### src/pss_pkg.sv
package pss_pkg;

    // ------------------------------------------------
    // sample and correlation widths
    // ------------------------------------------------
    localparam int SAMPLE_W = 8;
    localparam int PSS_LEN  = 16;
    localparam int NUM_NID2 = 3;
    localparam int ACC_W    = 13;
    localparam int CORR_W   = 26;

    typedef struct packed {
        logic signed [SAMPLE_W-1:0] re;
        logic signed [SAMPLE_W-1:0] im;
    } iq_sample_t;

    typedef logic [CORR_W-1:0] corr_t;

    // bit k is the tap for the sample k steps old, 1 is +1 and 0 is -1
    localparam logic [NUM_NID2-1:0][PSS_LEN-1:0] PSS_SEQ = {
        16'h56E1,  // N_id_2 = 2
        16'h9C6B,  // N_id_2 = 1
        16'h3A5C   // N_id_2 = 0
    };

    // ------------------------------------------------
    // peak detection
    // ------------------------------------------------
    localparam int WINDOW_LEN   = 8;
    localparam int WINDOW_SHIFT = 3;
    localparam int DSHIFT_W     = 3;
    localparam int WIN_SUM_W    = CORR_W + WINDOW_SHIFT;
    // mean shifted by up to 7 bits
    localparam int THRESH_W     = CORR_W + 2**DSHIFT_W - 1;

    typedef struct packed {
        corr_t               noise_limit;
        logic [DSHIFT_W-1:0] detection_shift;
    } det_cfg_t;

    // ------------------------------------------------
    // decision and counters
    // ------------------------------------------------
    typedef enum logic [1:0] {
        SEARCH = 2'd0,
        FIND   = 2'd1,
        PAUSE  = 2'd2
    } pss_mode_e;

    typedef logic [1:0] nid2_t;

    typedef struct packed {
        logic  valid;
        nid2_t id;
    } nid2_result_t;

    localparam int CNT_W = 16;
    typedef logic [NUM_NID2-1:0][CNT_W-1:0] peak_counts_t;

    // ------------------------------------------------
    // register map
    // ------------------------------------------------
    localparam int AXI_AW = 5;

    localparam logic [AXI_AW-1:0] REG_ID    = 5'h00;
    localparam logic [AXI_AW-1:0] REG_NOISE = 5'h04;
    localparam logic [AXI_AW-1:0] REG_SHIFT = 5'h08;
    localparam logic [AXI_AW-1:0] REG_CNT0  = 5'h0C;
    localparam logic [AXI_AW-1:0] REG_CNT1  = 5'h10;
    localparam logic [AXI_AW-1:0] REG_CNT2  = 5'h14;

    localparam logic [31:0]         PSS_ID_VALUE = 32'h5053_5331;
    localparam corr_t               NOISE_RESET  = corr_t'(1000);
    localparam logic [DSHIFT_W-1:0] SHIFT_RESET  = 3'd3;

endpackage

### src/pss_correlator.sv
`timescale 1ns/1ps

module pss_correlator
    import pss_pkg::*;
(
    input  logic               clk_i,
    input  logic               reset_ni,
    input  logic [PSS_LEN-1:0] taps_i,
    input  iq_sample_t         sample_i,
    input  logic               sample_valid_i,
    input  logic               corr_en_i,
    output corr_t              power_o,
    output logic               power_valid_o
);

    iq_sample_t                line_q [PSS_LEN];
    logic [$clog2(PSS_LEN):0]  fill_q;
    logic                      accept;
    logic                      acc_pend_q;
    logic signed [ACC_W-1:0]   sum_re_d;
    logic signed [ACC_W-1:0]   sum_im_d;
    logic signed [ACC_W-1:0]   sum_re_q;
    logic signed [ACC_W-1:0]   sum_im_q;
    logic                      sum_valid_q;
    logic signed [2*ACC_W-1:0] sq_re;
    logic signed [2*ACC_W-1:0] sq_im;

    assign accept = sample_valid_i && corr_en_i;

    // ------------------------------------------------
    // sample line, newest at index 0
    // ------------------------------------------------
    always_ff @(posedge clk_i) begin
        if (accept) begin
            line_q[0] <= sample_i;
            for (int k = 1; k < PSS_LEN; k++) begin
                line_q[k] <= line_q[k-1];
            end
        end
    end

    // fill count saturates once the line is full
    always_ff @(posedge clk_i) begin
        if (!reset_ni) begin
            fill_q     <= '0;
            acc_pend_q <= 1'b0;
        end else begin
            if (accept && (fill_q != ($clog2(PSS_LEN) + 1)'(PSS_LEN))) begin
                fill_q <= fill_q + 1'b1;
            end
            acc_pend_q <= accept && (fill_q >= ($clog2(PSS_LEN) + 1)'(PSS_LEN - 1));
        end
    end

    // ------------------------------------------------
    // +-1 matched filter
    // ------------------------------------------------
    always_comb begin
        sum_re_d = '0;
        sum_im_d = '0;
        for (int k = 0; k < PSS_LEN; k++) begin
            if (taps_i[k]) begin
                sum_re_d = sum_re_d + ACC_W'(line_q[k].re);
                sum_im_d = sum_im_d + ACC_W'(line_q[k].im);
            end else begin
                sum_re_d = sum_re_d - ACC_W'(line_q[k].re);
                sum_im_d = sum_im_d - ACC_W'(line_q[k].im);
            end
        end
    end

    assign sq_re = sum_re_q * sum_re_q;
    assign sq_im = sum_im_q * sum_im_q;

    always_ff @(posedge clk_i) begin
        if (acc_pend_q) begin
            sum_re_q <= sum_re_d;
            sum_im_q <= sum_im_d;
        end
        if (sum_valid_q) begin
            power_o <= corr_t'(sq_re) + corr_t'(sq_im);
        end
    end

    always_ff @(posedge clk_i) begin
        if (!reset_ni) begin
            sum_valid_q   <= 1'b0;
            power_valid_o <= 1'b0;
        end else begin
            sum_valid_q   <= acc_pend_q;
            power_valid_o <= sum_valid_q;
        end
    end

endmodule

### config.mk
export PLATFORM = sky130hd
export DESIGN_NAME = pss_correlator
export DESIGN_NICKNAME = d
export VERILOG_FILES = /design/src/pss_pkg.sv /design/src/pss_correlator.sv
export SDC_FILE = /design/constraint.sdc
export NUM_CORES = 2
export LEC_CHECK = 0
export BUFFER_PORTS_ARGS = -buffer_cell sky130_fd_sc_hd__buf_4
export CORE_MARGIN = 2
export CORE_UTILIZATION = 52
export CTS_BUF_LIST = sky130_fd_sc_hd__clkbuf_4
export CTS_CLUSTER_DIAMETER = 50
export DETAILED_ROUTE_END_ITERATION = 16
export HOLD_SLACK_MARGIN = 0.03
export PLACE_DENSITY = 0.74
export REMOVE_ABC_BUFFERS = 1
export SETUP_SLACK_MARGIN = 0.15
export SKIP_CTS_REPAIR_TIMING = 1
export SLEW_MARGIN = 20
export SYNTH_ARGS = -nofsm -noshare
export SYNTH_HDL_FRONTEND = slang
export SYNTH_SLANG_ARGS = --single-unit
### constraint.sdc
create_clock -name clk_i -period 17.6 [get_ports clk_i]
set_clock_uncertainty 0.1 [all_clocks]
set_input_delay 3.52 -clock clk_i [delete_from_list [all_inputs] [get_ports clk_i]]
set_output_delay 3.52 -clock clk_i [all_outputs]
set_load 0.03 [all_outputs]
==> out/qor.yml <==
run_status:
  status: "completed"
sta:
  final_hold_viol_count: 0
  hold_ws_ps: 364
  min_period_ps: 16150
  worstMarginPinSlew_ps: 1050
  rsz0062_at_grt: "no"
  final.period_utilization: 0.918
  fmaxAchievable_ghz: 0.0619
  tns_ps: 0
  max-slew-margin-rel: 0.291
  finalSetupViolCount: 0
  setup_ws_ps: 1450
  finalMaxSlewViolations: 0
synth:
  synth-seq-area-share: 0.228
  syn_inst: 4215
  yosys.area_share.adder: 0.333
  synth-seq-cells: 316
  netlist.area_leader.share: 0.224
  synth.area.mux_share: 0.0229
  synth_warnings: 0
  synth_area_leaders: "edfxtp_1, fa_1, ha_1, xnor2_1, xor2_1"
  syn-cell-area_sq_um: 41200
  syn_avg_cell_area_sq_um: 9.78
  synth_top_flop_cell: "edfxtp_1"
  ys_types: 66
  synth_compound_area_frac: 0.121
  synth_top_family_by_area: "adder cells"
  synth_top_area_cell: "edfxtp_1"
  async_flop_share: 0
  synthXorXnorAreaFrac: 0.125
  synthSimpleGateAreaFrac: 0.113
  synth-edff-count: 308
worst_setup_path:
  end_kind: "flip-flop"
  r2r_slack_ps: 3630
  crit_path_max_incr_delay_ps: 490
  r2r-end: "sum_im_q[12]"
  cp.required_ps: 18060
  cp_slowest_cell: "fa_1"
  critPathArrivalTime_ps: 16610
  path_class: "in -> reg"
  crit-reg2reg-launch: "line_q[0][16]"
  cp_max_fo: 23
  reg2reg_depth: 63
  crit_start: "taps_i[1]"
  cpMostUsedCell: "ha_1"
  startpoint_type: "input pin"
global_route:
  grt_max_degree: 76
  grt_pass1_vias: 30396
  antenna_found_initial: 1
  track_usage: 0.207
  grt_pass1_wl_um: 140000
  overflow: 0
cells_and_area:
  area_growth_pct: 6.63
  drive_above_1_share: 0.0756
  final_common_cell: "inv_1"
  final_cell_mix: "inv_1, ha_1, nor2_1, fa_1, xnor2_1"
  fin_nets: 5214
  fin_util: 0.558
run:
  cap_violations: 0
floorplanning:
  ios: 63
  rows: 103
  start_util: 0.524
  die_h_um: 286
  die_w_um: 286
  die_area_sq_um: 81500
  core_sq_um: 78700
routing:
  post_drt_via_cell_ratio: 5.37
  drt_iter0_drc: 1056
  post_drt_wl_per_cell_um: 15.2
  ant_nets: 0
  dr.pass1.iters: 5
  remaining_drc_errors: 0
  vias: 29130
  wl_um: 82400
min_path:
  hold_path_class: "reg -> reg"
  hold_end: "line_q[1][126]"
  min-delay-start: "line_q[1][110]"
  holdPathStages: 0
clock_tree:
  cts_buffers: 94
  worstSkewPairLatency_ps: 900
  clock-sinks: 316
  clock_tree.root_cell: "clkbuf_4"
  h-tree-depth: 3
  cts_tree: "built"
  clk_pin_slew_ps: 60
  clk_path_buf_depth: 3
placement:
  post-place-ws_ps: 737
  place_congestion: 0.863
  io_buffers: 62
  hpwl_um: 68300
## area by class of cell
type | count | area [sq um]
well taps | 1050 | 1310
diodes | 1 | 2.50
repair buffers | 69 | 518
fillers | 6859 | 34800
flip-flops and latches | 316 | 9410
multi-input cells | 3271 | 29500
clock buffers | 131 | 983
inverters | 551 | 2070
clock inverters | 39 | 206
## state kept, by name, indices dropped and copies added, names as in the netlist
| signal | cells |
|---|---|
| acc_pend_q | 1 |
| fill_q | 5 |
| line_q | 256 |
| power_o | 26 |
| power_valid_o | 1 |
| sum_im_q | 13 |
| sum_re_q | 13 |
| sum_valid_q | 1 |
## worst max-delay path by stage
stage	to	slack [ps]	cells past startpoint
after floorplan	sum_im_q[12]	2070	54
after detailed placement	sum_im_q[12]	740	59
after global routing	sum_im_q[12]	530	59
final	sum_im_q[12]	1450	59
after CTS	sum_im_q[12]	1590	59
after global placement	sum_im_q[12]	1040	59
## Yosys cell counts (88+ instances only)
cell and count:
nor2_1 385, a21o_1 94, edfxtp_1 308, nor3_1 122
nand2_1 151, fa_1 369, a21oi_1 261, xor2_1 248
ha_1 506, xnor2_1 311, o21ai_0 108, inv_1 551
and2_1 88
## layer usage
layer / GRT usage / routed length (um) / up-vias
met2: 0.392 / 42800 / 434
li1: - / - / 14582
met1: 0.234 / 34300 / 13929
met5: 0 / 0 / -
met3: 0.0269 / 2600 / 185
met4: 0.0777 / 2710 / 0
## cell families after synthesis
| group | count (synthesis) |
|---|---|
| AO/OA/AOI/OAI | 771 |
| XOR/XNOR | 571 |
| AND/OR/NAND/NOR | 970 |
| adder cells (fa/ha/maj) | 875 |
| multiplexers | 84 |
| buffers and inverters | 628 |
| flip-flops | 316 |
## through the flow
step / std cells / instance area [sq um]
floorplan: 4138 / 40900
global placement: 5257 / 42800
detailed placement: 5257 / 42800
CTS: 5427 / 44000
global route: 5428 / 44000
finish: 5428 / 44000
## critical path: cells and delay by family
family,cells,cell delay (ps)
and+or+nand+nor,13,2130
muxes,1,410
xor gates and xnor gates,9,1510
AOI/OAI and AO/OA,20,4110
buffers and inverters,1,260
adders and majority gates,15,4650
Power is not shown: default switching activity piles up to over one toggle a cycle in this logic, so the estimate is an artifact.
