[config.mk]
export PLATFORM = sky130hd
export DESIGN_NAME = pss_nid2_decider
export DESIGN_NICKNAME = d
export VERILOG_FILES = /design/src/pss_pkg.sv /design/src/pss_nid2_decider.sv
export SDC_FILE = /design/constraint.sdc
export NUM_CORES = 1
export LEC_CHECK = 0
export BUFFER_PORTS_ARGS = -buffer_cell sky130_fd_sc_hd__buf_4
export CAP_MARGIN = 10
export CORE_ASPECT_RATIO = 0.6
export CORE_MARGIN = 5
export CORE_UTILIZATION = 40
export CTS_BUF_LIST = sky130_fd_sc_hd__clkbuf_16
export CTS_CLUSTER_DIAMETER = 100
export DETAILED_ROUTE_END_ITERATION = 7
export PLACE_DENSITY = 0.66
export SLEW_MARGIN = 20
export SYNTH_ARGS = -nofsm -noshare
export SYNTH_HDL_FRONTEND = slang
export SYNTH_SLANG_ARGS = --single-unit
[constraint.sdc]
create_clock -name clk_i -period 1.6 [get_ports clk_i]
set_clock_uncertainty 0.2 [all_clocks]
set_input_delay 0.24 -clock clk_i [delete_from_list [all_inputs] [get_ports clk_i]]
set_output_delay 0.24 -clock clk_i [all_outputs]
set_load 0.01 [all_outputs]
[src/pss_pkg.sv]
package pss_pkg;

    // ------------------------------------------------
    // sample and correlation widths
    // ------------------------------------------------
    localparam int SAMPLE_W = 8;
    localparam int PSS_LEN  = 16;
    localparam int NUM_NID2 = 3;
    localparam int ACC_W    = 13;
    localparam int CORR_W   = 26;

    typedef struct packed {
        logic signed [SAMPLE_W-1:0] re;
        logic signed [SAMPLE_W-1:0] im;
    } iq_sample_t;

    typedef logic [CORR_W-1:0] corr_t;

    // bit k is the tap for the sample k steps old, 1 is +1 and 0 is -1
    localparam logic [NUM_NID2-1:0][PSS_LEN-1:0] PSS_SEQ = {
        16'h56E1,  // N_id_2 = 2
        16'h9C6B,  // N_id_2 = 1
        16'h3A5C   // N_id_2 = 0
    };

    // ------------------------------------------------
    // peak detection
    // ------------------------------------------------
    localparam int WINDOW_LEN   = 8;
    localparam int WINDOW_SHIFT = 3;
    localparam int DSHIFT_W     = 3;
    localparam int WIN_SUM_W    = CORR_W + WINDOW_SHIFT;
    // mean shifted by up to 7 bits
    localparam int THRESH_W     = CORR_W + 2**DSHIFT_W - 1;

    typedef struct packed {
        corr_t               noise_limit;
        logic [DSHIFT_W-1:0] detection_shift;
    } det_cfg_t;

    // ------------------------------------------------
    // decision and counters
    // ------------------------------------------------
    typedef enum logic [1:0] {
        SEARCH = 2'd0,
        FIND   = 2'd1,
        PAUSE  = 2'd2
    } pss_mode_e;

    typedef logic [1:0] nid2_t;

    typedef struct packed {
        logic  valid;
        nid2_t id;
    } nid2_result_t;

    localparam int CNT_W = 16;
    typedef logic [NUM_NID2-1:0][CNT_W-1:0] peak_counts_t;

    // ------------------------------------------------
    // register map
    // ------------------------------------------------
    localparam int AXI_AW = 5;

    localparam logic [AXI_AW-1:0] REG_ID    = 5'h00;
    localparam logic [AXI_AW-1:0] REG_NOISE = 5'h04;
    localparam logic [AXI_AW-1:0] REG_SHIFT = 5'h08;
    localparam logic [AXI_AW-1:0] REG_CNT0  = 5'h0C;
    localparam logic [AXI_AW-1:0] REG_CNT1  = 5'h10;
    localparam logic [AXI_AW-1:0] REG_CNT2  = 5'h14;

    localparam logic [31:0]         PSS_ID_VALUE = 32'h5053_5331;
    localparam corr_t               NOISE_RESET  = corr_t'(1000);
    localparam logic [DSHIFT_W-1:0] SHIFT_RESET  = 3'd3;

endpackage

[src/pss_nid2_decider.sv]
`timescale 1ns/1ps

module pss_nid2_decider
    import pss_pkg::*;
(
    input  logic                clk_i,
    input  logic                reset_ni,
    input  pss_mode_e           mode_i,
    input  nid2_t               requested_nid2_i,
    input  logic [NUM_NID2-1:0] peak_i,
    output logic                corr_en_o,
    output nid2_result_t        result_o,
    output peak_counts_t        counts_o
);

    logic  onehot;
    nid2_t hot_id;

    // single branch peaking
    always_comb begin
        onehot = 1'b1;
        hot_id = '0;
        case (peak_i)
            3'b001:  hot_id = 2'd0;
            3'b010:  hot_id = 2'd1;
            3'b100:  hot_id = 2'd2;
            default: onehot = 1'b0;
        endcase
    end

    // ------------------------------------------------
    // mode handling and result
    // ------------------------------------------------
    always_ff @(posedge clk_i) begin
        if (!reset_ni) begin
            corr_en_o <= 1'b0;
            result_o  <= '0;
        end else begin
            result_o.id <= hot_id;
            case (mode_i)
                SEARCH: begin
                    corr_en_o      <= 1'b1;
                    result_o.valid <= onehot;
                end
                FIND: begin
                    corr_en_o      <= 1'b1;
                    result_o.valid <= onehot && (hot_id == requested_nid2_i);
                end
                default: begin
                    corr_en_o      <= 1'b0;
                    result_o.valid <= 1'b0;
                end
            endcase
        end
    end

    // per-branch counters, wrap at CNT_W
    always_ff @(posedge clk_i) begin
        if (!reset_ni) begin
            counts_o <= '0;
        end else begin
            for (int i = 0; i < NUM_NID2; i++) begin
                if (peak_i[i]) begin
                    counts_o[i] <= counts_o[i] + 1'b1;
                end
            end
        end
    end

endmodule

==> results of run 1 <==
## per-layer routing
metal	wire (um)	up-vias	part of all wire	global-route usage
met3	345	2	0.057	0.03907
met5	0	-	0	0
met2	2702	55	0.45	0.2585
met1	2933	1001	0.49	0.2337
li1	-	1097	-	-
met4	23	0	0.0038	0.03780
## sequential cells by signal (all words and copies together), names as in the netlist
name,count
result_o,3
corr_en_o,1
counts_o,48
## worst min-delay path, stage by stage
cell	delay (ps)
buf_4	130
nand2_1	60
mux2i_1	50
## layout by cell type, fill, tap and decap left out, drive strengths merged, types with 8 or more instances in the layout
master    n
buf     103
dfxtp    52
nor2     44
xnor2    19
nand2    18
xor2     16
nand4    15
a21oi    10
nand3    10
o21ai     9
nor4      9
or3       8
## final cells by class
class	count	area share
flip-flops and latches	52	0.3059
well taps	80	0.02903
clock buffers	5	0.03628
multi-input cells	189	0.3835
inverters	7	0.007620
clock inverters	3	0.003991
repair buffers	105	0.2337
## report_power, final
group	switching [mW]	total, mW	internal [mW]
sequential	0.0203	1.34	1.32
clock	0.447	1.02	0.569
combinational	0.0982	0.203	0.105
total	0.566	2.56	1.99
## repair_timing
action | in CTS | in global routing
setup endpoints to repair | 4 | 17
pin swaps | 1 | 5
gates resized for setup | 3 | 30
hold endpoints to repair | 2 | 0
hold buffers | 2 | 0
buffers inserted | 0 | 4
## logic make-up after synthesis
kind of cell | count (synthesis) | synth area share
AO/OA/AOI/OAI | 22 | 0.05255
XOR/XNOR | 35 | 0.1327
adder cells (fa/ha/maj) | 3 | 0.01625
buffers and inverters | 18 | 0.04172
flip-flops | 52 | 0.4507
multiplexers | 6 | 0.02600
AND/OR/NAND/NOR | 123 | 0.2801
## worst paths after layout
check	startpoint	endpoint	slack, ps	cells after the start
worst max-delay path	counts_o[34]	counts_o[47]	70	4
worst min-delay path	reset_ni	counts_o[31]	40	3
worst max register to register	counts_o[34]	counts_o[47]	70	4
worst min register to register	counts_o[15]	counts_o[15]	270	2
==> metrics, run 1 <==
status finished clean; total vias in the final route 2155; diode count 0; # H-tree levels 2; TritonCTS Buffers 5; FFs w/ async S/R, synth 0; CP max FO 6; Worst Tran Pin Value 331.6 ps; Final ANT Viol Nets 0; Post-Syn Area per Cell 8.918 um^2; critical path class flip-flop to flip-flop; placed cells 427; Clock transition at path regs 70 ps; NumNets Final 372; fin worst setup slack 65.22 ps; CTS tree yes; Final Cell Area 3448 um^2; Final min period 1535 ps; MaxCap Viol Count 0; Finish-stage setup viols 0; final std cells w/o fill 441; First DRT Iteration DRCs 95; Ys Warns 0; Final Hold Viols 0; CP top delay family simple AND/OR/NAND/NOR gates; initial antenna violation count 0; max-slew violation count 0; Synth Instances 259; GR Overflow Total 0; number of enable flip-flop cells after synthesis 0; share of the synthesized area in the top cell type 0.4507; die area 7444 um^2; Initial DRT Pass Iterations 4; peak supply drop 466.3 uV; Critical Path AT 1550 ps; PortBufs 60; Cell variety after synth 32; post-place setup slack -40.93 ps; Skew-Pair Late Insertion Delay 280 ps; Die Y 68.86 um; area grow syn2layout 49.30%; routed len/inst 13.62 um; clock sinks 52; synthesized area 2310 um^2; dpl cell area 3104 um^2; Filler cells 467; crit end category flip-flop; Slew Limit Headroom 0.7758; DPL Wire Length 4324 um; flops & latches, synth 52; layout cells sized above 1 0.3934; CP Cell Sequence and4_1 > nand3_4 > or3_1 > a21oi_1; most common cell in the synthesized netlist dfxtp_1; PD cells 741.1 nW/um^2; area of the multi-input gates 1323 um^2; row cnt 21; ys flop type dfxtp_1; leakage power 1.454 nW; largest net degree at the start of global routing 29; first-pass GRT wire length 9687 um; Crit path required time 1620 ps; register area share after synthesis 0.4507; storage element area 1055 um^2; syn_nets 271; Final Cycle Share 0.9592; top cells by count, synth dfxtp_1, nor2_1, xnor2_1, nand2_1, xor2_1; largest area contributor in the netlist dfxtp_1; Final GP Congestion 0.8040; Post-Route WL 6005 um; IO Pins 61; worst min path class primary input to flip-flop; CP bufs+invs 0; Initial Utilization 0.4127; Critical Path Slowest Stage Cell dfxtp_1; CTS max path bufs 2; GRT Util Overall 0.1656; Final Util 0.6161; vias in the first global route 2014; slowest stage delay, CP 380 ps; crit path launch type flip-flop; clk root buf clkbuf_16; Fin Setup TNS 0 ps; total power 2.556 mW; Worst Hold Slack 37.70 ps; fmax 651.6 MHz; DR vias/cell 4.887; DIE WIDTH 108.1 um; Core Region 5597 um^2; Residual DRC 0; top cells by area, synth dfxtp_1, xnor2_1, nor2_1, xor2_1, nand4_1
Power figures use the tool's default switching activity.
==> run 2: changes to the inputs <==
--- a/config.mk
+++ b/config.mk
@@ -10,7 +10,7 @@
 export CORE_ASPECT_RATIO = 0.6
 export CORE_MARGIN = 5
 export CORE_UTILIZATION = 40
-export CTS_BUF_LIST = sky130_fd_sc_hd__clkbuf_16
+export CTS_BUF_LIST = sky130_fd_sc_hd__clkbuf_4
 export CTS_CLUSTER_DIAMETER = 100
 export DETAILED_ROUTE_END_ITERATION = 7
 export PLACE_DENSITY = 0.66
==> run 2 against run 1 <==
Against the previous run: cell count is 0.91% higher; clock-buffer cell count stayed put; first-iteration DRC count is 17% higher; critical path type unchanged; critical endpoint unchanged; largest power group unchanged.
==> metrics, run 2 (synthesis gave the netlist of run 1 again) <==
crit path launch type flip-flop; Final min period 1533 ps; area grow syn2layout 47.78%; GRT Util Overall 0.1660; critical path class flip-flop to flip-flop; Clock transition at path regs 150 ps; Die Y 68.86 um; CP max FO 6; most common cell after layout, fill and taps aside buf_4; total vias in the final route 2134; crit end category flip-flop; Skew-Pair Late Insertion Delay 360 ps; clk root buf clkbuf_4; Fin Setup TNS 0 ps; Largest regs counts_o (48), result_o (3), corr_en_o (1); diode count 0; vias in the first global route 2060; RSZ-0062 raised after global routing true; Crit path required time 1700 ps; Slew Limit Headroom 0.7758; Critical Path AT 1640 ps; CTS max path bufs 2; PortBufs 60; TritonCTS Buffers 5; Filler cells 486; leakage power 1.430 nW; most frequent cells in the layout buf_4, nor2_1, dfxtp_1, xnor2_1, nand2_1; final std cells w/o fill 445; Final Cycle Share 0.9579; Biggest register counts_o; routed len/inst 13.49 um; GR Overflow Total 0; max reg flops 48; DIE WIDTH 108.1 um; clock sinks 52; max-slew violation count 0; First DRT Iteration DRCs 111; Residual DRC 0; # H-tree levels 2; Final Util 0.6099; Worst Tran Pin Value 331.6 ps; Worst Hold Slack 35.19 ps; status finished clean; PD cells 617.6 nW/um^2; MaxCap Viol Count 0; NumNets Final 376; peak supply drop 429.9 uV; largest net degree at the start of global routing 29; Final Hold Viols 0; DPL Wire Length 4324 um; die area 7444 um^2; fmax 652.5 MHz; worst min path class primary input to flip-flop; Post-Route WL 6003 um; Core Region 5597 um^2; storage element area 1064 um^2; placed cells 427; initial antenna violation count 0; Finish-stage setup viols 0; row cnt 21; DR vias/cell 4.796; Final GP Congestion 0.8040; layout cells sized above 1 0.4082; area of the multi-input gates 1326 um^2; first-pass GRT wire length 9673 um; Initial Utilization 0.4127; IO Pins 61; Initial DRT Pass Iterations 4; Final ANT Viol Nets 0; CTS tree yes
==> run 2: cell types whose count changed in the layout (fill, tap and decap cells not counted), sizes merged <==
cell | before | now
dlygate4sd3 | 2 | 6
==> run 2: where the power goes <==
group	internal (mW)	switching, mW
clock network	0.163	0.400
logic	0.111	0.0977
registers	1.32	0.0194
total	1.59	0.517
==> run 2: final timing paths <==
path / slack (ps) / to / start / cells past startpoint
setup / recovery: 70 / counts_o[47] / counts_o[34] / 4
setup reg to reg: 70 / counts_o[47] / counts_o[34] / 4
hold reg to reg: 280 / counts_o[15] / counts_o[15] / 2
hold / removal: 40 / counts_o[2] / peak_i[0] / 4
==> run 2: metrics by stage <==
stage / setup slack (ps) / instance area (um^2) / power [mW]
after floorplan: -5.789 / 2318 / 1.450
after global placement: 20.99 / 3104 / 1.549
after detailed placement: -40.93 / 3104 / 1.554
after CTS: -7.602 / 3229 / 2.146
after global routing: -28.90 / 3413 / 2.214
final: 67.37 / 3413 / 2.108
==> run 2: repair_timing <==
action / 4_1_cts / 5_1_grt
buffers inserted: 1 / 3
endpoints found under the setup margin: 4 / 20
pin swaps: 1 / 6
gates resized for setup: 2 / 38
hold endpoints to repair: 5 / 0
hold buffers: 6 / 0
==> run 2: layout make-up <==
cell class | instances | area share
Multi-Input combinational cell | 189 | 0.3886
Tap cell | 80 | 0.02933
Clock inverter | 3 | 0.004032
Inverter | 7 | 0.007698
Sequential cell | 52 | 0.3116
Timing Repair Buffer | 109 | 0.2478
Clock buffer | 5 | 0.01100
==> run 2: critical path: stages (launching register included) <==
cell and delay (ps):
dfxtp_1 390, and4_1 280, nand3_4 110, or3_1 350, a21oi_1 130
==> run 2: routing by layer <==
metal  wire length, um  global-route usage
met2              2682              0.2562
met1              2898              0.2309
met4                26             0.04567
met5                 0                   0
met3               395             0.04372
==> run 3: changes to the inputs <==
--- a/config.mk
+++ b/config.mk
@@ -5,7 +5,7 @@
 export SDC_FILE = /design/constraint.sdc
 export NUM_CORES = 1
 export LEC_CHECK = 0
-export BUFFER_PORTS_ARGS = -buffer_cell sky130_fd_sc_hd__buf_4
+export BUFFER_PORTS_ARGS = -buffer_cell sky130_fd_sc_hd__buf_2
 export CAP_MARGIN = 10
 export CORE_ASPECT_RATIO = 0.6
 export CORE_MARGIN = 5
@@ -13,7 +13,6 @@
 export CTS_BUF_LIST = sky130_fd_sc_hd__clkbuf_4
 export CTS_CLUSTER_DIAMETER = 100
 export DETAILED_ROUTE_END_ITERATION = 7
-export PLACE_DENSITY = 0.66
 export SLEW_MARGIN = 20
 export SYNTH_ARGS = -nofsm -noshare
 export SYNTH_HDL_FRONTEND = slang
==> constraint.sdc (replaced) <==
create_clock -name clk_i -period 1.7 [get_ports clk_i]
set_clock_uncertainty 0.2 [all_clocks]
set_input_delay 0.255 -clock clk_i [delete_from_list [all_inputs] [get_ports clk_i]]
set_output_delay 0.255 -clock clk_i [all_outputs]
set_load 0.01 [all_outputs]
==> run 3 against run 2 <==
Against the previous run: worst setup slack got worse by 4.7 ps; highest routed layer unchanged; combinational power decreased by 25%; flip-flop and latch count unchanged; register-to-register slack about the same; critical path depth increased by 2.
==> metrics, run 3 (synthesis gave the netlist of run 1 again) <==
CP top delay family simple AND/OR/NAND/NOR gates; Final Hold Viols 0; CP bufs+invs 2; met3 routed WL 342 um; routed len/inst 12.89 um; first-pass GRT wire length 8832 um; Final GP Congestion 0.7789; CP max FO 6; initial antenna violation count 0; area grow syn2layout 30.06%; worst min path class primary input to flip-flop; Initial Utilization 0.4127; fmax 610.8 MHz; Skew-Pair Late Insertion Delay 360 ps; GRT Util Overall 0.1518; Final min period 1637 ps; Crit Reg-Reg Startpoint counts_o[17]; RSZ-0062 raised after global routing true; largest net degree at the start of global routing 28; Worst Tran Pin Value 359.1 ps; Core Region 5597 um^2; IO Pins 61; Routed met2 length 2246 um; Post-Route WL 5529 um; storage element area 1046 um^2; most frequent cells in the layout buf_2, dfxtp_1, nor2_1, buf_4, xnor2_1; # H-tree levels 2; Biggest register counts_o; Critical Path Slowest Stage Cell dlygate4sd3_1; hold_sp requested_nid2_i[1]; crit path launch type primary input; critical path class primary input to flip-flop; area of the multi-input gates 1212 um^2; PD cells 655.5 nW/um^2; First DRT Iteration DRCs 92; Final ANT Viol Nets 0; die area 7444 um^2; Critical Path AT 1750 ps; diode count 0; CP Cell Sequence dlygate4sd3_1 > buf_2 > and4_4 > nand3_4 > or3_1 > a21oi_2; DIE WIDTH 108.1 um; Final Util 0.5368; dpl cell area 2843 um^2; row cnt 21; clk root buf clkbuf_4; MaxCap Viol Count 0; layout cells sized above 1 0.3152; Filler cells 546; status finished clean; Final Cycle Share 0.9631; PortBufs 60; CTS max path bufs 2; Largest regs counts_o (48), result_o (3), corr_en_o (1); Finish-stage setup viols 0; R2R Setup Slk 70 ps; max-slew violation count 0; Crit path required time 1820 ps; max reg flops 48; DPL Wire Length 4146 um; fin worst setup slack 62.69 ps; NumNets Final 360; vias in the first global route 1767; Clock transition at path regs 150 ps; Initial DRT Pass Iterations 4; post-place setup slack 54.73 ps; total vias in the final route 2057; peak supply drop 330.3 uV; crit path from peak_i[2]; met1 wire length 2922 um; clock sinks 52; most common cell after layout, fill and taps aside buf_2; Slew Limit Headroom 0.7584; Residual DRC 0; Final Cell Area 3004 um^2; DR vias/cell 4.795; GR Overflow Total 0; slowest stage delay, CP 520 ps; CTS tree yes; leakage power 1.271 nW; crit end category flip-flop; Fin Setup TNS 0 ps; TritonCTS Buffers 5; Highest Signal Layer met4; Die Y 68.86 um
[run 3: cell count changes in the layout (fill, tap and decap cells not counted), moves of 3 or more]
cell     delta
nand3_1     +3
dfxtp_2     -8
buf_4      -75
nor4_4      -3
nor4_1      +5
nand3_2     -3
buf_2      +60
dfxtp_1    +10
[run 3: area by class of cell]
class	instances	share of cell area
well taps	80	0.03332
clock buffers	6	0.01499
repair buffers	93	0.1874
multi-input cells	189	0.4036
clock inverters	2	0.003748
flip-flops and latches	52	0.3482
inverters	7	0.008746
[run 3: worst min-delay path, delay by kind of cell]
family / cells / cell delay, ps
AOI/OAI and AO/OA: 2 / 160
buffers and inverters: 1 / 110
and+or+nand+nor: 1 / 40
[run 3: power by group]
group	internal, mW	switching [mW]
registers	1.24	0.0173
logic	0.0722	0.0842
clock network	0.174	0.382
[run 3: per-stage QoR]
step / cells / hold slack, ps / total power, mW
global placement: 415 / 238.3 / 1.427
detailed placement: 415 / 235.7 / 1.428
finish: 429 / 26.77 / 1.969
global route: 429 / 33.14 / 2.063
CTS: 430 / 36.54 / 1.999
floorplan: 259 / 139.4 / 1.363
[run 3: worst paths after layout]
path / end / cells after the start
worst max-delay path: counts_o[47] / 6
worst min-delay path: result_o[2] / 4
worst max register to register: counts_o[28] / 5
worst min register to register: counts_o[31] / 2
[run 3: timing repair]
item                       in CTS  in global routing
setup endpoints to repair       0                 14
gates resized for setup         0                 14
hold endpoints to repair        5                  0
setup buffers                   0                  0
hold buffers                    7                  0
[run 3: routing by layer]
metal	up-vias	global-route usage
li1	1069	-
met1	945	0.2321
met2	41	0.2005
met3	2	0.04837
met4	0	0.03780
met5	-	0
