--- src/pss_pkg.sv ---
package pss_pkg;

    // ------------------------------------------------
    // sample and correlation widths
    // ------------------------------------------------
    localparam int SAMPLE_W = 8;
    localparam int PSS_LEN  = 16;
    localparam int NUM_NID2 = 3;
    localparam int ACC_W    = 13;
    localparam int CORR_W   = 26;

    typedef struct packed {
        logic signed [SAMPLE_W-1:0] re;
        logic signed [SAMPLE_W-1:0] im;
    } iq_sample_t;

    typedef logic [CORR_W-1:0] corr_t;

    // bit k is the tap for the sample k steps old, 1 is +1 and 0 is -1
    localparam logic [NUM_NID2-1:0][PSS_LEN-1:0] PSS_SEQ = {
        16'h56E1,  // N_id_2 = 2
        16'h9C6B,  // N_id_2 = 1
        16'h3A5C   // N_id_2 = 0
    };

    // ------------------------------------------------
    // peak detection
    // ------------------------------------------------
    localparam int WINDOW_LEN   = 8;
    localparam int WINDOW_SHIFT = 3;
    localparam int DSHIFT_W     = 3;
    localparam int WIN_SUM_W    = CORR_W + WINDOW_SHIFT;
    // mean shifted by up to 7 bits
    localparam int THRESH_W     = CORR_W + 2**DSHIFT_W - 1;

    typedef struct packed {
        corr_t               noise_limit;
        logic [DSHIFT_W-1:0] detection_shift;
    } det_cfg_t;

    // ------------------------------------------------
    // decision and counters
    // ------------------------------------------------
    typedef enum logic [1:0] {
        SEARCH = 2'd0,
        FIND   = 2'd1,
        PAUSE  = 2'd2
    } pss_mode_e;

    typedef logic [1:0] nid2_t;

    typedef struct packed {
        logic  valid;
        nid2_t id;
    } nid2_result_t;

    localparam int CNT_W = 16;
    typedef logic [NUM_NID2-1:0][CNT_W-1:0] peak_counts_t;

    // ------------------------------------------------
    // register map
    // ------------------------------------------------
    localparam int AXI_AW = 5;

    localparam logic [AXI_AW-1:0] REG_ID    = 5'h00;
    localparam logic [AXI_AW-1:0] REG_NOISE = 5'h04;
    localparam logic [AXI_AW-1:0] REG_SHIFT = 5'h08;
    localparam logic [AXI_AW-1:0] REG_CNT0  = 5'h0C;
    localparam logic [AXI_AW-1:0] REG_CNT1  = 5'h10;
    localparam logic [AXI_AW-1:0] REG_CNT2  = 5'h14;

    localparam logic [31:0]         PSS_ID_VALUE = 32'h5053_5331;
    localparam corr_t               NOISE_RESET  = corr_t'(1000);
    localparam logic [DSHIFT_W-1:0] SHIFT_RESET  = 3'd3;

endpackage

--- src/pss_regmap.sv ---
`timescale 1ns/1ps

module pss_regmap
    import pss_pkg::*;
(
    input  logic              clk_i,
    input  logic              reset_ni,

    // write address and data
    input  logic [AXI_AW-1:0] awaddr_i,
    input  logic              awvalid_i,
    output logic              awready_o,
    input  logic [31:0]       wdata_i,
    input  logic [3:0]        wstrb_i,
    input  logic              wvalid_i,
    output logic              wready_o,

    // write response
    output logic [1:0]        bresp_o,
    output logic              bvalid_o,
    input  logic              bready_i,

    // read address and data
    input  logic [AXI_AW-1:0] araddr_i,
    input  logic              arvalid_i,
    output logic              arready_o,
    output logic [31:0]       rdata_o,
    output logic [1:0]        rresp_o,
    output logic              rvalid_o,
    input  logic              rready_i,

    input  peak_counts_t      counts_i,
    output det_cfg_t          cfg_o
);

    corr_t               noise_q;
    logic [DSHIFT_W-1:0] shift_q;
    logic                wr_hs;
    logic                rd_hs;
    logic [31:0]         rd_mux;

    assign wr_hs = awready_o && awvalid_i && wvalid_i;
    assign rd_hs = arready_o && arvalid_i;

    assign bresp_o = 2'b00;
    assign rresp_o = 2'b00;

    assign cfg_o.noise_limit     = noise_q;
    assign cfg_o.detection_shift = shift_q;

    // ------------------------------------------------
    // write channel
    // ------------------------------------------------
    always_ff @(posedge clk_i) begin
        if (!reset_ni) begin
            awready_o <= 1'b0;
            wready_o  <= 1'b0;
            bvalid_o  <= 1'b0;
            noise_q   <= NOISE_RESET;
            shift_q   <= SHIFT_RESET;
        end else begin
            // one-cycle ready pulse, none while a response waits
            if (!awready_o && !bvalid_o && awvalid_i && wvalid_i) begin
                awready_o <= 1'b1;
                wready_o  <= 1'b1;
            end else begin
                awready_o <= 1'b0;
                wready_o  <= 1'b0;
            end
            if (wr_hs) begin
                bvalid_o <= 1'b1;
                if (awaddr_i == REG_NOISE) begin
                    noise_q <= wdata_i[CORR_W-1:0];
                end else if (awaddr_i == REG_SHIFT) begin
                    shift_q <= wdata_i[DSHIFT_W-1:0];
                end
            end else if (bready_i) begin
                bvalid_o <= 1'b0;
            end
        end
    end

    // ------------------------------------------------
    // read channel
    // ------------------------------------------------
    always_comb begin
        case (araddr_i)
            REG_ID:    rd_mux = PSS_ID_VALUE;
            REG_NOISE: rd_mux = 32'(noise_q);
            REG_SHIFT: rd_mux = 32'(shift_q);
            REG_CNT0:  rd_mux = 32'(counts_i[0]);
            REG_CNT1:  rd_mux = 32'(counts_i[1]);
            REG_CNT2:  rd_mux = 32'(counts_i[2]);
            default:   rd_mux = '0;
        endcase
    end

    always_ff @(posedge clk_i) begin
        if (!reset_ni) begin
            arready_o <= 1'b0;
            rvalid_o  <= 1'b0;
        end else begin
            arready_o <= !arready_o && !rvalid_o && arvalid_i;
            if (rd_hs) begin
                rvalid_o <= 1'b1;
            end else if (rready_i) begin
                rvalid_o <= 1'b0;
            end
        end
    end

    always_ff @(posedge clk_i) begin
        if (rd_hs) begin
            rdata_o <= rd_mux;
        end
    end

endmodule

--- config.mk ---
export PLATFORM = sky130hd
export DESIGN_NAME = pss_regmap
export DESIGN_NICKNAME = d
export VERILOG_FILES = /design/src/pss_pkg.sv /design/src/pss_regmap.sv
export SDC_FILE = /design/constraint.sdc
export NUM_CORES = 1
export LEC_CHECK = 0
export BUFFER_PORTS_ARGS = -buffer_cell sky130_fd_sc_hd__buf_2
export CORE_ASPECT_RATIO = 1.5
export CORE_MARGIN = 4
export CORE_UTILIZATION = 44
export CTS_CLUSTER_SIZE = 12
export DETAILED_ROUTE_END_ITERATION = 7
export PLACE_DENSITY = 0.81
export SETUP_SLACK_MARGIN = 0.15
export SYNTH_ARGS = -nofsm -noshare
export SYNTH_HDL_FRONTEND = slang
export SYNTH_SLANG_ARGS = --single-unit
--- constraint.sdc ---
create_clock -name clk_i -period 2 [get_ports clk_i]
set_input_delay 0.6 -clock clk_i [delete_from_list [all_inputs] [get_ports clk_i]]
set_output_delay 0.6 -clock clk_i [all_outputs]
set_load 0.1 [all_outputs]
==> results.py, run 1 <==
metrics = {
    "run_status": {
        "status": "complete, no violations",
    },
    "floorplan": {
        "dieArea_um2": 8063,
        "fp.dieW_um": 74.66,
        "num_io_pins": 171,
        "fp.dieH_um": 108.0,
        "core_um2": 6486,
        "start_util_pct": 45.22,
        "placementRows": 36,
    },
    "global_routing": {
        "grt_max_degree": 30,
        "grt_util_all_layers_pct": 21.96,
        "grt_pass1_wl_um": 13490,
        "antenna_found_initial": 0,
        "grt-ovfl-total": 0,
        "grt_pass1_vias": 2780,
    },
    "setup_path": {
        "required_ps": 1400,
        "critPathLaunchType": "flop",
        "path_cells": "buf_2",
        "worstPathMaxFanout": 3,
        "startpoint": "noise_q[5]$_SDFFE_PN1P_",
        "r2r-start": "wready_o$_SDFF_PN0_",
        "cpLargestDelayFamily": "buffers and inverters",
        "crit_type": "flop to primary output",
        "cp.arrival_ps": 1190,
        "cpPeakStageDelay_ps": 460,
        "critPathBufInv": 1,
        "slowest_stage": "buf_2",
        "cp-end-kind": "primary output",
    },
    "cells_and_area": {
        "drive_above_1_share_pct": 42.52,
        "n_fill_cell": 597,
        "nNetsFinal": 557,
        "area_delta_synth_final_pct": 34.94,
        "n_antenna_cell": 0,
        "final_cells": 537,
    },
    "place": {
        "port_buffers": 152,
        "dp_hpwl_um": 7021,
        "dp_cells": 521,
        "gp_congestion": 0.9961,
    },
    "sta": {
        "drv_slew": 0,
        "setup_viol": 0,
        "tightest_slew_ps": 515.6,
        "hold_viol": 0,
        "clock_skew_ps": 6.426,
        "max_slew_margin_pct": 65.86,
        "rsz0062_at_grt": "false",
        "fin_crit_sh_pct": 89.58,
        "finalSetupTns_ps": 0,
        "fin_crit_ps": 1792,
        "fmaxAchievable_ghz": 0.5581,
    },
    "cts": {
        "cts_sinks": 60,
        "path_clk_slew_ps": 70,
        "post-cts-setup-buffers": 0,
        "cts.path.max_buffers": 2,
        "ctsHoldBuffers": 0,
        "htree_levels": 3,
        "cts_tree": "yes",
        "cts_root_buf": "clkbuf_8",
        "ctsResizeCount": 0,
        "cts_buffers": 9,
        "clock_latency_ps": 340,
    },
    "logic_synthesis": {
        "synth-seq-area-share_pct": 50.17,
        "ys_ff_latch": 60,
        "syn_avg_cell_area_um2": 9.491,
        "syn-cell-area_um2": 2933,
        "ys_types": 39,
        "synthCells": 309,
        "yosys_warnings": 0,
    },
    "pwr": {
        "clock_power_share_pct": 39.2,
        "irDropWorstVdd_uv": 363.7,
        "finalPower_uw": 2832,
        "powerDensity_nw_per_um2": 715.6,
        "swShare_pct": 26.97,
        "seqPwrFrac_pct": 45.8,
        "combinationalPowerShare_pct": 15.0,
        "p_int_uw": 2068,
        "p_switching_uw": 763.9,
        "p_leak_uw": 0.001816,
    },
    "job": {
        "cap_violations": 0,
    },
    "min_path": {
        "hold_start": "arready_o$_SDFF_PN0_",
        "hp-class": "flop to flop",
    },
    "route": {
        "drc_errors": 0,
        "ant_nets": 0,
        "vias": 3024,
        "wl_per_cell_um": 17.09,
        "drt-pass1-iter-count": 5,
        "routed_via_density": 5.631,
        "drtIter0Drc": 213,
        "drt_wl_total_um": 9176,
    },
}
-- power by group through the flow --
stage	sequential (uW)	clock [uW]	combinational (uW)
after global placement	1320	0	416
after detailed placement	1320	0	421
after CTS	1300	1120	422
after global routing	1300	1180	448
after floorplan	1410	0	194
final	1300	1110	424
-- registers in the layout, indices dropped and copies added, names as in the netlist --
name       count
arready_o      1
bvalid_o       1
noise_q       26
rdata_o       27
rvalid_o       1
shift_q        3
wready_o       1
-- per-stage QoR --
| step | worst slack [ps] | util (%) | cell area (um2) | hold WS [ps] |
|---|---|---|---|---|
| floorplan | 162.4 | - | 2970 | 710.9 |
| global placement | 186.9 | 57.77 | 3747 | 393.1 |
| detailed placement | 152.1 | 57.77 | 3747 | 400.5 |
| CTS | 196.5 | 61.01 | 3958 | 409.4 |
| global route | 151.3 | 61.01 | 3958 | 419.6 |
| finish | 208.4 | 61.01 | 3958 | 405.0 |
-- cells in the mapped netlist (all sizes together) --
cell type / instances / share of area (%)
or3: 1 / 0.21
a221o: 4 / 1.4
nor4b: 1 / 0.51
o211ai: 6 / 1.5
clkbuf: 9 / 1.2
nor2: 11 / 1.4
nor3: 4 / 0.85
and3: 11 / 2.3
o21ai: 21 / 3.7
nand3: 38 / 6.5
a21oi: 25 / 4.3
and2: 3 / 0.64
inv: 13 / 1.7
conb: 1 / 0.13
buf: 32 / 7.0
edfxtp: 27 / 28
nand4b: 3 / 0.90
dfxtp: 33 / 23
a32oi: 2 / 0.60
a211o: 1 / 0.30
nor4: 2 / 0.94
a221oi: 5 / 1.5
mux2i: 5 / 1.7
nand2b: 1 / 0.21
and4b: 1 / 0.34
mux2: 2 / 0.77
clkinv: 1 / 0.13
nand2: 9 / 1.2
nor2b: 2 / 0.43
nand4: 34 / 7.3
or4b: 1 / 0.34
-- path summary, 6_finish.rpt --
| kind | depth (start not counted) | slack [ps] | end |
|---|---|---|---|
| worst max-delay path | 1 | 210 | cfg_o[8] |
| worst min-delay path | 1 | 410 | arready_o$_SDFF_PN0_ |
| worst max register to register | 4 | 620 | noise_q[14]$_SDFFE_PN0P_ |
| worst min register to register | 1 | 410 | arready_o$_SDFF_PN0_ |
-- cell type report --
cell class,instances,area (um2),area share (%)
inverters,14,52.55,1.328
well taps,76,95.09,2.403
repair buffers,170,920.9,23.27
clock buffers,16,210.2,5.311
flip-flops and latches,60,1474,37.24
multi-input cells,201,1205,30.45
-- logic make-up after synthesis --
family,count (synthesis),synth area share [%]
AND/OR/NAND/NOR,122,24.02
flip-flops,60,50.17
AO/OA/AOI/OAI,64,13.27
other,1,0.1279
multiplexers,7,2.474
buffers and inverters,55,9.940
-- metal layers --
layer	part of all wire (%)	GRT usage, %
met5	0	0
met4	2.3	9.288
met3	9.0	4.372
met2	52	37.67
met1	37	26.11
-- worst register-to-register path: cells and delay by family, from the launching register on --
family                 cells  cell delay [ps]
DFF                        1              350
buffers and inverters      1              220
AOI/OAI and AO/OA          2              250
and+or+nand+nor            1              440
-- cell usage in the layout (no fill, tap or decap), drive strengths merged, types with 8 or more instances in the layout --
cell type and n:
o21ai 21, clkbuf 16, conb 8, nand2 9, nor2 11, and3 11
inv 13, edfxtp 27, a21oi 25, nand4 34, nand3 38, dfxtp 33
buf 170
No activity file was read; power rests on OpenSTA's default activity.
==> inputs of run 2 (changes only) <==
--- a/config.mk
+++ b/config.mk
@@ -5,10 +5,11 @@
 export SDC_FILE = /design/constraint.sdc
 export NUM_CORES = 1
 export LEC_CHECK = 0
+export ABC_AREA = 1
 export BUFFER_PORTS_ARGS = -buffer_cell sky130_fd_sc_hd__buf_2
 export CORE_ASPECT_RATIO = 1.5
 export CORE_MARGIN = 4
-export CORE_UTILIZATION = 44
+export CORE_UTILIZATION = 45
 export CTS_CLUSTER_SIZE = 12
 export DETAILED_ROUTE_END_ITERATION = 7
 export PLACE_DENSITY = 0.81
@@ -16,3 +17,4 @@
 export SYNTH_ARGS = -nofsm -noshare
 export SYNTH_HDL_FRONTEND = slang
 export SYNTH_SLANG_ARGS = --single-unit
+export TNS_END_PERCENT = 5
==> results.py, run 2 <==
metrics = {
    "setup_path": {
        "crit_type": "flop to primary output",
        "cp.arrival_ps": 1220,
        "cp-end-kind": "primary output",
        "worst-r2r-setup-slack_ps": 480,
        "critPathLaunchType": "flop",
        "worstPathMaxFanout": 5,
        "required_ps": 1400,
        "path_cells": "buf_2",
        "slowest_stage": "buf_2",
        "critPathBufInv": 1,
        "r2r-start": "wready_o$_SDFF_PN0_",
        "cpPeakStageDelay_ps": 460,
        "startpoint": "wready_o$_SDFF_PN0_",
        "r2r_cells": 5,
        "reg2reg_to": "noise_q[9]$_SDFFE_PN1P_",
        "cpLargestDelayFamily": "buffers and inverters",
    },
    "sta": {
        "hold_viol": 0,
        "setup_viol": 0,
        "drv_slew": 0,
        "finalSetupTns_ps": 0,
        "fin_crit_ps": 1816,
        "fin_crit_sh_pct": 90.79,
        "whs_ps": 421.3,
        "rsz0062_at_grt": "true",
        "tightest_slew_ps": 534.7,
        "max_slew_margin_pct": 64.35,
        "clock_skew_ps": 6.830,
        "fmaxAchievable_ghz": 0.5507,
    },
    "logic_synthesis": {
        "ys.flop_type": "dfxtp_1",
        "synth_most_common_cell": "nand2_1",
        "synthTopCellsByArea": "edfxtp_1 (26%), dfxtp_1 (21%), nand4_1 (13%)",
        "synth_top_area_cell": "edfxtp_1",
        "async_flop_share_pct": 0,
        "synth_edf_count": 27,
        "yosys_warnings": 0,
        "synthTopCellsByCount": "nand2_1 (77), nor2_1 (68), nand4_1 (67)",
        "ys_ff_latch": 60,
        "ys_types": 25,
        "syn_avg_cell_area_um2": 7.763,
        "synthCells": 401,
        "synth_top_area_share_pct": 26.05,
        "synth-seq-area-share_pct": 47.27,
        "syn-cell-area_um2": 3113,
    },
    "route": {
        "ant_nets": 0,
        "drt-pass1-iter-count": 4,
        "routed_via_density": 4.954,
        "wl_per_cell_um": 13.94,
        "drtIter0Drc": 173,
        "drt_wl_total_um": 8838,
        "vias": 3141,
        "drc_errors": 0,
    },
    "global_routing": {
        "grt-ovfl-total": 0,
        "grt_pass1_wl_um": 13730,
        "grt_util_all_layers_pct": 20.60,
        "antenna_found_initial": 0,
        "grt_pass1_vias": 2944,
        "grt_max_degree": 32,
    },
    "cts": {
        "cts_buffers": 9,
        "cts.path.max_buffers": 2,
        "path_clk_slew_ps": 70,
        "cts_sinks": 60,
        "clock_latency_ps": 340,
        "cts_root_buf": "clkbuf_8",
        "ctsHoldBuffers": 0,
        "htree_levels": 3,
        "cts_tree": "yes",
    },
    "min_path": {
        "holdPathStages": 1,
        "holdPathEnd": "arready_o$_SDFF_PN0_",
        "hp-class": "flop to flop",
        "hold_start": "arready_o$_SDFF_PN0_",
    },
    "place": {
        "gp_congestion": 0.9077,
        "place_area_um2": 3904,
        "port_buffers": 152,
        "dp_hpwl_um": 7065,
    },
    "floorplan": {
        "fp.dieH_um": 109.9,
        "placementRows": 36,
        "num_io_pins": 171,
        "fp.dieW_um": 75.91,
        "core_um2": 6621,
        "start_util_pct": 47.01,
        "dieArea_um2": 8340,
    },
    "pwr": {
        "powerDensity_nw_per_um2": 717.9,
        "irDropWorstVdd_uv": 389.0,
        "p_leak_uw": 0.002080,
        "finalPower_uw": 2966,
    },
    "job": {
        "cap_violations": 0,
    },
    "run_status": {
        "status": "complete, no violations",
    },
    "cells_and_area": {
        "nNetsFinal": 654,
        "n_fill_cell": 573,
        "top_regs": "rdata_o (27), noise_q (26), shift_q (3)",
        "area_delta_synth_final_pct": 32.72,
        "regMostFlops": "rdata_o",
        "stdcell_area_um2": 4131,
        "fin_util_pct": 62.40,
        "drive_above_1_share_pct": 35.13,
        "final_common_cell": "buf_2",
        "largest_register_ffs": 27,
        "final_cell_mix": "buf_2 (151), nand2_1 (77), nor2_1 (68)",
        "n_antenna_cell": 0,
    },
}
-- run 2: changes by cell type after synthesis, moves of 6 or more --
| cell | before | now |
|---|---|---|
| inv_1 | 13 | 51 |
| nor2_1 | 11 | 68 |
| and3_1 | 11 | 0 |
| a21oi_1 | 25 | 2 |
| nand2_1 | 9 | 77 |
| nand4_1 | 34 | 67 |
| buf_2 | 17 | 8 |
| nand3_1 | 38 | 19 |
| o21ai_0 | 11 | 5 |
| o21ai_1 | 9 | 1 |
-- run 2: cells by family (layout without fill, tap and decap cells) --
group | Yosys count | after routing | synth area share (%)
other | 1 | 8 | 0.1205
flip-flops | 60 | 60 | 47.27
AO/OA/AOI/OAI | 11 | 11 | 2.009
buffers and inverters | 88 | 238 | 13.22
AND/OR/NAND/NOR | 241 | 241 | 37.38
-- run 2: layout make-up --
cell class / count / area, um2 / area share [%]
clock inverter: 7 / 101.3 / 2.453
clock buffer: 9 / 123.9 / 2.998
tap: 76 / 95.09 / 2.302
inverter: 55 / 206.4 / 4.997
sequential: 60 / 1473 / 35.65
timing repair buffer: 167 / 875.8 / 21.20
multi-input combinational: 260 / 1256 / 30.41
-- run 2: repair_timing --
item | CTS | global route
setup buffers | 0 | 0
endpoints found under the setup margin | 0 | 2
resized for setup | 0 | 1
-- run 2: how the worst max path moves through the flow --
stage	end	slack, ps	cells past startpoint
2_1_floorplan	wready_o	-20	1
3_3_place_gp	rdata_o[13]$_DFFE_PP_	200	7
3_5_place_dp	rdata_o[11]$_DFFE_PP_	160	7
4_1_cts	wready_o	170	1
5_1_grt	awready_o	130	1
6_report	awready_o	180	1
-- run 2: per-layer routing --
metal	part of all wire, %	GRT usage, %
met5	0	0
met4	2.8	13.99
met3	6.5	3.689
met2	51	34.74
met1	40	23.73
-- run 2: metrics by stage --
stage	cells	setup slack [ps]
2_1_floorplan	408	-24.05
5_1_grt	634	125.4
6_report	634	184.2
3_5_place_dp	618	156.0
3_3_place_gp	618	203.2
4_1_cts	634	166.2
-- run 2: power by group --
part | switching, uW | internal, uW
clock network | 504 | 706
logic | 337 | 118
registers | 5.92 | 1290
==> inputs of run 3 (changes only) <==
--- a/config.mk
+++ b/config.mk
@@ -5,13 +5,13 @@
 export SDC_FILE = /design/constraint.sdc
 export NUM_CORES = 1
 export LEC_CHECK = 0
-export ABC_AREA = 1
 export BUFFER_PORTS_ARGS = -buffer_cell sky130_fd_sc_hd__buf_2
 export CORE_ASPECT_RATIO = 1.5
 export CORE_MARGIN = 4
-export CORE_UTILIZATION = 45
+export CORE_UTILIZATION = 44
 export CTS_CLUSTER_SIZE = 12
 export DETAILED_ROUTE_END_ITERATION = 7
+export GPL_TIMING_DRIVEN = 0
 export PLACE_DENSITY = 0.81
 export SETUP_SLACK_MARGIN = 0.15
 export SYNTH_ARGS = -nofsm -noshare
==> results.py, run 3 (synthesized netlist as in run 1, its figures left out) <==
metrics = {
    "cts": {
        "cts_buffers": 9,
        "path_clk_slew_ps": 70,
        "cts_tree": "yes",
        "ctsHoldBuffers": 0,
        "cts.path.max_buffers": 2,
        "cts_sinks": 60,
        "cts_root_buf": "clkbuf_8",
        "post-cts-setup-buffers": 0,
        "clock_latency_ps": 340,
        "htree_levels": 3,
    },
    "pwr": {
        "p_switching_uw": 784.7,
        "swShare_pct": 27.72,
        "irDropWorstVdd_uv": 339.5,
        "p_int_uw": 2046,
        "combinationalPowerShare_pct": 15.2,
        "finalPower_uw": 2831,
        "powerDensity_nw_per_um2": 703.8,
        "clock_power_share_pct": 38.9,
        "seqPwrFrac_pct": 45.8,
        "p_leak_uw": 0.001880,
    },
    "sta": {
        "max_slew_margin_pct": 55.64,
        "hold_viol": 0,
        "setup_viol": 0,
        "drv_slew": 0,
        "tightest_slew_ps": 665.4,
        "rsz0062_at_grt": "true",
        "fin_crit_ps": 1802,
        "clock_skew_ps": 6.880,
        "fin_crit_sh_pct": 90.12,
        "fmaxAchievable_ghz": 0.5548,
        "finalSetupTns_ps": 0,
    },
    "route": {
        "drt-pass1-iter-count": 5,
        "wl_per_cell_um": 17.06,
        "routed_via_density": 5.644,
        "drtIter0Drc": 238,
        "ant_nets": 0,
        "drt_wl_total_um": 9539,
        "drc_errors": 0,
        "vias": 3155,
    },
    "cells_and_area": {
        "regMostFlops": "rdata_o",
        "stdcell_area_um2": 4023,
        "largest_register_ffs": 27,
        "nNetsFinal": 579,
        "final_cell_mix": "buf_2 (167), nand3_1 (38), nand4_1 (34)",
        "n_antenna_cell": 0,
        "final_common_cell": "buf_2",
        "area_delta_synth_final_pct": 37.16,
        "drive_above_1_share_pct": 42.44,
        "top_regs": "rdata_o (27), noise_q (26), shift_q (3)",
    },
    "min_path": {
        "hp-class": "flop to flop",
    },
    "floorplan": {
        "start_util_pct": 45.22,
        "num_io_pins": 171,
        "fp.dieH_um": 108.0,
        "placementRows": 36,
        "fp.dieW_um": 74.66,
        "core_um2": 6486,
        "dieArea_um2": 8063,
    },
    "setup_path": {
        "path_cells": "buf_2",
        "cp.arrival_ps": 1200,
        "cpLargestDelayFamily": "buffers and inverters",
        "slowest_stage": "buf_2",
        "cp-end-kind": "primary output",
        "critPathBufInv": 1,
        "critPathLaunchType": "flop",
        "required_ps": 1400,
        "worstPathMaxFanout": 3,
        "cpPeakStageDelay_ps": 460,
        "crit_type": "flop to primary output",
    },
    "global_routing": {
        "grt-ovfl-total": 0,
        "grt_pass1_wl_um": 14690,
        "grt_util_all_layers_pct": 24.07,
        "antenna_found_initial": 0,
        "grt_pass1_vias": 3227,
        "grt_max_degree": 29,
    },
    "place": {
        "gp_congestion": 0.9493,
        "dp_hpwl_um": 7533,
        "port_buffers": 151,
        "place_area_um2": 3814,
    },
    "run_status": {
        "status": "complete, no violations",
    },
    "job": {
        "cap_violations": 0,
    },
}
run 3: cell types whose count changed in the layout (fill, tap and decap cells not counted), moves of 11 or more:
cell	change
nand2_1	-68
buf_2	+16
nand3_1	+19
nand4_1	-33
nor2_1	-57
and3_1	+11
inv_1	-38
a21oi_1	+23
run 3: metrics by stage:
| step | utilization (%) | hold WS (ps) | instances | worst slack, ps |
|---|---|---|---|---|
| global placement | 58.80 | 394.0 | 543 | 29.67 |
| CTS | 61.98 | 416.6 | 559 | 152.0 |
| floorplan | - | 710.9 | 316 | 53.15 |
| detailed placement | 58.80 | 405.0 | 543 | 35.15 |
| finish | 62.02 | 414.1 | 559 | 197.6 |
| global route | 62.02 | 437.1 | 559 | 146.7 |
run 3: cell type report:
cell class                      count  area (um2)
Fill cell                         576        2464
Multi-Input combinational cell    201        1197
Inverter                           14       52.55
Tap cell                           76       95.09
Buffer                             41       239.0
Clock inverter                      3       15.01
Timing Repair Buffer              151       758.2
Clock buffer                       13       191.4
Sequential cell                    60        1474
run 3: power by group through the flow:
stage	sequential, uW	clock (uW)	combinational [uW]
2_1_floorplan	1410	0	194
3_3_place_gp	1320	0	422
3_5_place_dp	1320	0	426
4_1_cts	1300	1120	428
5_1_grt	1300	1170	458
6_report	1300	1100	431
run 3: final timing paths:
path	start	end	slack, ps	depth (start not counted)
hold / removal	arready_o$_SDFF_PN0_	arready_o$_SDFF_PN0_	410	1
setup / recovery	noise_q[5]$_SDFFE_PN1P_	cfg_o[8]	200	1
setup reg to reg	wready_o$_SDFF_PN0_	noise_q[21]$_SDFFE_PN0P_	500	5
hold reg to reg	arready_o$_SDFF_PN0_	arready_o$_SDFF_PN0_	410	1
run 3: what timing repair did:
action                                  4_1_cts  5_1_grt
endpoints found under the hold margin         0        0
gates resized for setup                       0        1
endpoints found under the setup margin        0        2
run 3: layer usage:
layer | GRT usage [%] | vias up | share of wire [%]
met2 | 40.69 | 198 | 52
met5 | 0 | - | 0
li1 | - | 1480 | -
met4 | 14.25 | 0 | 4.1
met1 | 27.00 | 1440 | 35
met3 | 5.302 | 37 | 9.0
